$ cat src/source/trellis_settings.svh
// trellis settings: state count, jump rule, datapath widths and trace-back depth

`ifndef TRELLIS_SETTINGS_SVH
`define TRELLIS_SETTINGS_SVH

// trellis shape
`define NUM_STATES   20
`define STATE_JUMP   7    // sel=0 traces +7, sel=1 traces +13 (mod 20)

// datapath widths
`define SAMPLE_WIDTH 8    // signed soft sample
`define METRIC_WIDTH 12   // path metrics wrap, compared modulo 2^12

// trace-back
`define TB_DEPTH     6    // select bits kept per state
`define TRACE_STEPS  3    // steps walked back before the decision

`endif

$ cat src/source/trellisTypesPkg.sv
// trellis data types shared by the path metric, best-state and trace-back blocks

`include "trellis_settings.svh"

package trellisTypesPkg;

   // one soft sample per symbol strobe
   typedef logic signed [`SAMPLE_WIDTH-1:0] softSample_t;

   typedef logic [`METRIC_WIDTH-1:0] pathMetric_t;   // wraps, modular compare only

   typedef logic [$clog2(`NUM_STATES)-1:0] stateIndex_t;

   // one add-compare-select decision per state
   typedef logic [`NUM_STATES-1:0] selVector_t;

endpackage

$ cat src/source/traceCtrlPkg.sv
// trace-back sequencer control type

package traceCtrlPkg;

   // STEP0..STEP2 double as the bit index into a table row
   typedef enum logic [2:0] {
      STEP0 = 3'd0,   // follow bit 0
      STEP1 = 3'd1,   // follow bit 1
      STEP2 = 3'd2,   // follow bit 2, sample predecessor
      LOAD  = 3'd3,   // shift table, take decision, reload pointer
      HOLD  = 3'd4    // idle until next strobe
   } traceStep_t;

endpackage

$ cat src/source/pathMetricUnit.sv
// path metric unit: add-compare-select over all trellis states on each symbol strobe

`include "trellis_settings.svh"

module pathMetricUnit
   import trellisTypesPkg::*;
(
   input  logic        clk,
   input  logic        reset,
   input  logic        symEn,
   input  softSample_t sample,
   output selVector_t  sel,
   output pathMetric_t metrics [`NUM_STATES]
);

   pathMetric_t sampleExt;              // sample sign-extended to metric width
   pathMetric_t candUp [`NUM_STATES];   // through (s+7) mod 20, plus sample
   pathMetric_t candDn [`NUM_STATES];   // through (s+13) mod 20, minus sample
   pathMetric_t candDiff [`NUM_STATES];
   pathMetric_t metricNext [`NUM_STATES];
   selVector_t  selNext;

   assign sampleExt = pathMetric_t'({{(`METRIC_WIDTH-`SAMPLE_WIDTH){sample[`SAMPLE_WIDTH-1]}},
                                     sample});

   //------------------------------------------------------------
   // branch add and modular compare, one slice per state
   //------------------------------------------------------------
   for (genvar s = 0; s < `NUM_STATES; s++) begin : gAcs
      localparam int PRED_UP = (s + `STATE_JUMP) % `NUM_STATES;
      localparam int PRED_DN = (s + `NUM_STATES - `STATE_JUMP) % `NUM_STATES;

      assign candUp[s] = metrics[PRED_UP] + sampleExt;
      assign candDn[s] = metrics[PRED_DN] - sampleExt;

      // lower path wins only when strictly larger in wrapped arithmetic
      assign candDiff[s] = candDn[s] - candUp[s];
      assign selNext[s]  = (candDiff[s] != '0) && !candDiff[s][`METRIC_WIDTH-1];

      assign metricNext[s] = selNext[s] ? candDn[s] : candUp[s];
   end

   //------------------------------------------------------------
   // metric and select registers
   //------------------------------------------------------------
   always_ff @(posedge clk) begin
      if (reset) begin
         sel <= '0;
         for (int s = 0; s < `NUM_STATES; s++) begin
            metrics[s] <= '0;   // all states start equal
         end
      end
      else if (symEn) begin
         sel <= selNext;
         for (int s = 0; s < `NUM_STATES; s++) begin
            metrics[s] <= metricNext[s];
         end
      end
   end

endmodule

$ cat src/source/bestStateFinder.sv
// best-state finder: comparator tree picking the state with the largest path metric

`include "trellis_settings.svh"

module bestStateFinder
   import trellisTypesPkg::*;
(
   input  logic        clk,
   input  logic        reset,
   input  pathMetric_t metrics [`NUM_STATES],
   output stateIndex_t bestIndex
);

   localparam int LEVELS = $clog2(`NUM_STATES);   // 20 -> 10 -> 5 -> 3 -> 2 -> 1

   pathMetric_t treeMetric [LEVELS+1][`NUM_STATES];
   stateIndex_t treeIndex  [LEVELS+1][`NUM_STATES];

   // level 0 is the raw metric set
   for (genvar s = 0; s < `NUM_STATES; s++) begin : gLeaf
      assign treeMetric[0][s] = metrics[s];
      assign treeIndex[0][s]  = stateIndex_t'(s);
   end

   //------------------------------------------------------------
   // compare levels, left side always holds the lower indices
   //------------------------------------------------------------
   for (genvar lvl = 0; lvl < LEVELS; lvl++) begin : gLevel
      localparam int CNT  = (`NUM_STATES + (1 << lvl) - 1) >> lvl;
      localparam int NEXT = (CNT + 1) / 2;

      for (genvar i = 0; i < NEXT; i++) begin : gNode
         if (2*i + 1 < CNT) begin : gCmp
            pathMetric_t diff;
            logic        takeRight;

            assign diff      = treeMetric[lvl][2*i+1] - treeMetric[lvl][2*i];
            assign takeRight = (diff != '0) && !diff[`METRIC_WIDTH-1];   // ties stay left

            assign treeMetric[lvl+1][i] = takeRight ? treeMetric[lvl][2*i+1]
                                                    : treeMetric[lvl][2*i];
            assign treeIndex[lvl+1][i]  = takeRight ? treeIndex[lvl][2*i+1]
                                                    : treeIndex[lvl][2*i];
         end
         else begin : gPass
            // odd entry out rides up to the next level
            assign treeMetric[lvl+1][i] = treeMetric[lvl][2*i];
            assign treeIndex[lvl+1][i]  = treeIndex[lvl][2*i];
         end
      end
   end

   always_ff @(posedge clk) begin
      if (reset) bestIndex <= '0;
      else       bestIndex <= treeIndex[LEVELS][0];   // registered every cycle
   end

endmodule

$ cat src/source/traceBackTable.sv
// trace-back table: select-bit history per state, 3-step trace-back and decision output

`include "trellis_settings.svh"

module traceBackTable
   import trellisTypesPkg::*;
   import traceCtrlPkg::*;
(
   input  logic        clk,
   input  logic        reset,
   input  logic        symEn,
   input  selVector_t  sel,
   input  stateIndex_t bestIndex,
   output logic        decision,
   output logic        predecessor
);

   logic [`TB_DEPTH-1:0] tbRow [`NUM_STATES];   // bit 0 holds the newest symbol
   traceStep_t           step;
   logic                 symEnDly;    // sel and bestIndex settle after the strobe
   stateIndex_t          tbPtr;
   logic                 ptrSel;
   logic [$bits(stateIndex_t):0] ptrSum;
   stateIndex_t          ptrNext;

   //------------------------------------------------------------
   // sequencer: HOLD -> STEP0 -> STEP1 -> STEP2 -> LOAD -> HOLD
   //------------------------------------------------------------
   always_ff @(posedge clk) begin
      if (reset) begin
         symEnDly <= 1'b0;
         step     <= HOLD;
      end
      else begin
         symEnDly <= symEn;
         case (step)
            HOLD:    if (symEnDly) step <= STEP0;
            STEP0:   step <= STEP1;
            STEP1:   step <= STEP2;
            STEP2:   step <= LOAD;
            default: step <= HOLD;   // LOAD
         endcase
      end
   end

   //------------------------------------------------------------
   // select-bit history
   //------------------------------------------------------------
   always_ff @(posedge clk) begin
      if (reset) begin
         for (int s = 0; s < `NUM_STATES; s++) begin
            tbRow[s] <= '0;   // missing history reads as zero
         end
      end
      else if (step == LOAD) begin
         for (int s = 0; s < `NUM_STATES; s++) begin
            tbRow[s] <= {tbRow[s][`TB_DEPTH-2:0], sel[s]};
         end
      end
   end

   // jump rule: sel=0 -> +STATE_JUMP, sel=1 -> -STATE_JUMP, both mod NUM_STATES
   assign ptrSel  = tbRow[tbPtr][step];   // step value is the history bit in STEP0..STEP2
   assign ptrSum  = {1'b0, tbPtr} + (ptrSel ? ($bits(ptrSum))'(`NUM_STATES - `STATE_JUMP)
                                            : ($bits(ptrSum))'(`STATE_JUMP));
   assign ptrNext = (ptrSum >= `NUM_STATES) ? stateIndex_t'(ptrSum - `NUM_STATES)
                                            : stateIndex_t'(ptrSum);

   //------------------------------------------------------------
   // trace pointer
   //------------------------------------------------------------
   always_ff @(posedge clk) begin
      if (reset)               tbPtr <= '0;
      else if (step == LOAD)   tbPtr <= bestIndex;   // start of next walk
      else if (step != HOLD)   tbPtr <= ptrNext;
   end

   // outputs hold between their update edges
   always_ff @(posedge clk) begin
      if (reset) begin
         decision    <= 1'b0;
         predecessor <= 1'b0;
      end
      else begin
         if (step == STEP2)
            predecessor <= tbRow[bestIndex][0];   // feeds the frequency loop
         if (step == LOAD)
            decision <= tbRow[tbPtr][`TRACE_STEPS];   // read before this edge's shift
      end
   end

endmodule

$ cat src/source/trellisDecoder.sv
// trellis decoder top: path metrics, best-state search and survivor trace-back

`include "trellis_settings.svh"

module trellisDecoder
   import trellisTypesPkg::*;
(
   input  logic        clk,
   input  logic        reset,
   input  logic        symEn,
   input  softSample_t sample,
   output logic        decision,
   output logic        predecessor,
   output stateIndex_t bestIndex
);

   selVector_t  sel;                     // valid 1 cycle after symEn
   pathMetric_t metrics [`NUM_STATES];

   pathMetricUnit pathMetrics (
      .clk     (clk),
      .reset   (reset),
      .symEn   (symEn),
      .sample  (sample),
      .sel     (sel),
      .metrics (metrics)
   );

   // bestIndex valid 2 cycles after symEn
   bestStateFinder bestFinder (
      .clk       (clk),
      .reset     (reset),
      .metrics   (metrics),
      .bestIndex (bestIndex)
   );

   traceBackTable traceTable (
      .clk         (clk),
      .reset       (reset),
      .symEn       (symEn),
      .sel         (sel),
      .bestIndex   (bestIndex),
      .decision    (decision),
      .predecessor (predecessor)
   );

endmodule

$ cat config.mk
export PLATFORM = sky130hd
export DESIGN_NAME = trellisDecoder
export DESIGN_NICKNAME = d
export VERILOG_FILES = /design/src/source/trellisTypesPkg.sv /design/src/source/traceCtrlPkg.sv /design/src/source/pathMetricUnit.sv /design/src/source/bestStateFinder.sv /design/src/source/traceBackTable.sv /design/src/source/trellisDecoder.sv
export VERILOG_INCLUDE_DIRS = /design/src /design/src/source
export SDC_FILE = /design/constraint.sdc
export NUM_CORES = 2
export LEC_CHECK = 0
export BUFFER_PORTS_ARGS = -buffer_cell sky130_fd_sc_hd__buf_4
export CORE_ASPECT_RATIO = 0.7
export CORE_UTILIZATION = 24
export DETAILED_ROUTE_END_ITERATION = 12
export GPL_TIMING_DRIVEN = 0
export HOLD_SLACK_MARGIN = 0.15
export PLACE_DENSITY_LB_ADDON = 0.1
export SLEW_MARGIN = 0
export SYNTH_ARGS = -nofsm -noshare
export SYNTH_HDL_FRONTEND = slang
export SYNTH_SLANG_ARGS = --single-unit
$ cat constraint.sdc
create_clock -name clk -period 19.4 [get_ports clk]
set_input_delay 5.82 -clock clk [delete_from_list [all_inputs] [get_ports clk]]
set_output_delay 5.82 -clock clk [all_outputs]
set_load 0.02 [all_outputs]
==> qor.yml <==
ys_seq_area_share_pct: 16.3
drive_above_1_share_pct: 6.00
antenna_found_initial: 21
drt-initial-drc-count: 4498
port_buffers: 15
cts.hold.buffers_added: 0
synth_top_cell_area_share_pct: 18.9
tritoncts.num_buffers: 54
tritoncts: "yes"
syn_nets: 7847
hold-path-cell-count: 2
drc_errors: 0
crit_path_max_incr_delay_ps: 1000
ys_warn_count: 0
max_slew_margin_pct: -9.55
min_path_type: "register to register"
post-cts-setup-buffer-count: 0
drv_slew: 22
setup_viol: 0
dr.pass1.iters: 5
syn_inst: 6900
grt-ovfl-total: 0
viasPerCell: 4.96
fmax_mhz: 55.8
skew_ps: 58.8
htree_levels: 2
ys_top_cells_by_area: "ha_1 (19%), dfxtp_1 (9.9%), xnor2_1 (6.9%)"
syn_area_per_cell_um2: 8.22
fin_tns_setup_ps: 0
regToRegStartpoint: "pathMetrics.metrics[121]$_SDFFE_PP0P_"
cp-start-kind: "register"
crit_type: "register to register"
required_ps: 19980
r2r_end: "bestFinder.bestIndex[2]$_SDFF_PP0_"
io_pins: 18
outcome: "finished, violations left"
crit_top_cell: "a21o_1"
postRouteAntennaNets: 0
post_cts_resized: 0
hold_violations: 0
grt.total_usage_pct: 21.1
detailed_place_hpwl_um: 216000
grt_max_degree: 49
cts_sinks: 401
drv_cap: 3
crit_fanout: 10
clock_latency_ps: 750
clock-root-buffer: "clkbuf_16"
async_flop_share_pct: 0
vias: 50570
die_w_um: 583
start_util_pct: 24.3
rows: 148
tightestPinTransition_ps: 1640
wire_per_inst_um: 25.3
reg2reg_depth: 69
fin_crit_sh_pct: 92.4
hold_start: "pathMetrics.sel[2]$_SDFFE_PP0P_"
synth-main-ff-cell: "dfxtp_1"
synth_top_area_cell: "ha_1"
cp_slowest_cell: "nor3_1"
crit_buf_inv: 5
cp.arrival_ps: 18490
yosys_register_bits: 401
design.core.area_mm2: 0.234
crit_family: "compound AO/OA/AOI/OAI gates"
clk_pin_slew_worst_paths_ps: 60
clock_path_buffers: 3
synth_area_mm2: 0.0567
violations: "capacitance limit, slew limit"
min_period_ps: 17920
critical_path.endpoint_type: "register"
min_to: "pathMetrics.sel[2]$_SDFFE_PP0P_"
die_area_mm2: 0.238
rsz0062_at_grt: "false"
nets: 7934
cp_num_cells: 69
grt_pass1_vias: 47313
place.gp.congestion: 0.911
regToRegSetupSlack_ps: 1480
routed_wl_um: 258000
area_growth_pct: 11.0
synth_cell_type_count: 128
nFillCells: 25415
synth-edff-count: 120
die_h_um: 409
grt_pass1_wl_um: 359000
-- flip-flops by register name (all words and copies together) (netlist names), named ones only --
register,flops
traceTable.tbRow,120
pathMetrics.metrics,240
pathMetrics.sel,20
traceTable.decision,1
traceTable.step,3
traceTable.symEnDly,1
traceTable.tbPtr,5
traceTable.predecessor,1
bestFinder.bestIndex,5
-- how the worst max path moves through the flow --
stage	from	end	slack, ps
2_1_floorplan	pathMetrics.metrics[121]$_SDFFE_PP0P_	bestFinder.bestIndex[0]$_SDFF_PP0_	5150
3_3_place_gp	sample[7]	pathMetrics.metrics[65]$_SDFFE_PP0P_	670
3_5_place_dp	pathMetrics.metrics[121]$_SDFFE_PP0P_	bestFinder.bestIndex[0]$_SDFF_PP0_	1590
4_1_cts	pathMetrics.metrics[121]$_SDFFE_PP0P_	bestFinder.bestIndex[0]$_SDFF_PP0_	1490
5_1_grt	pathMetrics.metrics[121]$_SDFFE_PP0P_	bestFinder.bestIndex[0]$_SDFF_PP0_	70
6_report	pathMetrics.metrics[121]$_SDFFE_PP0P_	bestFinder.bestIndex[2]$_SDFF_PP0_	1480
-- cell type report --
type	count	area, um2	area share [%]
diodes	8	20.0	0.0318
plain buffers	254	1010	1.60
flip-flops and latches	401	9230	14.6
clock inverters	28	332	0.526
inverters	489	1840	2.93
multi-input cells	5756	44700	70.9
well taps	3150	3940	6.26
repair buffers	31	453	0.719
clock buffers	70	1480	2.35
-- stage by stage --
step | instance area, um2 | instances | hold WS [ps] | setup WS, ps | utilization (%)
after global routing | 63000 | 10179 | 519 | 65.5 | 27.0
after global placement | 60800 | 10065 | 464 | 673 | 26.0
final | 63000 | 10187 | 489 | 1480 | 27.0
after CTS | 63000 | 10178 | 492 | 1490 | 26.9
after detailed placement | 61200 | 10080 | 476 | 1590 | 26.2
after floorplan | 56700 | 6900 | 441 | 5150 | -
-- cells in the final DEF, fill, tap and decap left out, types with 19 or more instances in the layout --
master | synthesis | layout
xnor2_1 | 445 | 445
nand2_1 | 264 | 264
mux2i_1 | 305 | 304
o21bai_1 | 235 | 235
nor2_1 | 792 | 792
a211oi_1 | 77 | 77
nor2b_1 | 109 | 109
a21oi_1 | 544 | 544
clkbuf_16 | 0 | 54
and3_1 | 30 | 30
nor4_1 | 26 | 26
o21a_1 | 23 | 23
nand4_1 | 27 | 27
o211ai_1 | 33 | 33
edfxtp_1 | 120 | 120
nand2b_1 | 119 | 118
or3_1 | 20 | 20
and2_1 | 154 | 154
fa_1 | 80 | 80
or2_2 | 104 | 104
nor3b_1 | 19 | 19
a31oi_1 | 39 | 39
xor2_1 | 288 | 288
a311oi_1 | 96 | 96
a31o_2 | 28 | 28
ha_1 | 856 | 856
a21o_1 | 264 | 264
o21ai_0 | 249 | 249
inv_1 | 487 | 480
or4_1 | 20 | 20
dfxtp_1 | 281 | 281
clkbuf_1 | 226 | 219
o2111ai_1 | 41 | 41
mux4_2 | 43 | 43
nor3_1 | 61 | 61
mux2_2 | 27 | 27
nand3_1 | 52 | 52
-- cell families after synthesis --
group                    count (synthesis)  share of synthesized area [%]
AO/OA/AOI/OAI                         1849                           21.9
XOR/XNOR                               736                           11.4
adder cells (fa/ha/maj)                944                           21.8
buffers and inverters                  743                           4.97
flip-flops                             401                           16.3
multiplexers                           381                           7.77
AND/OR/NAND/NOR                       1846                           15.8
-- worst reg2reg max path: cells and delay by family, from the launching register on --
kind / cells / cell delay (ps)
compound gates: 31 / 7440
xor+xnor: 4 / 920
fa+ha+maj: 6 / 2000
buf+inv: 5 / 1320
flops: 1 / 560
mux: 1 / 420
simple gates: 22 / 5100
-- layer usage --
layer | routed length [um] | vias up | global-route usage (%) | share of wire (%)
met2 | 91900 | 1311 | 27.0 | 36
met3 | 17900 | 139 | 3.44 | 6.9
li1 | - | 24725 | - | -
met1 | 145000 | 24395 | 35.4 | 56
met4 | 3510 | 0 | 2.98 | 1.4
met5 | 0 | - | 0 | 0
-- synthesized netlist by cell type (all sizes together), types with 79 or more instances --
library cell and instances:
xnor2 446, a211oi 79, nor2 794, edfxtp 120, a21o 264, clkbuf 226, inv 488, ha 856
a21oi 548, a311oi 97, o21ai 265, mux2i 307, nand2 265, and2 156, nand2b 119, o21bai 235
nor2b 109, dfxtp 281, or2 110, xor2 288, fa 80
Power is left out: the tool's default activity adds up to more than one toggle a clock period on the data nets, which glitch-free logic cannot reach.
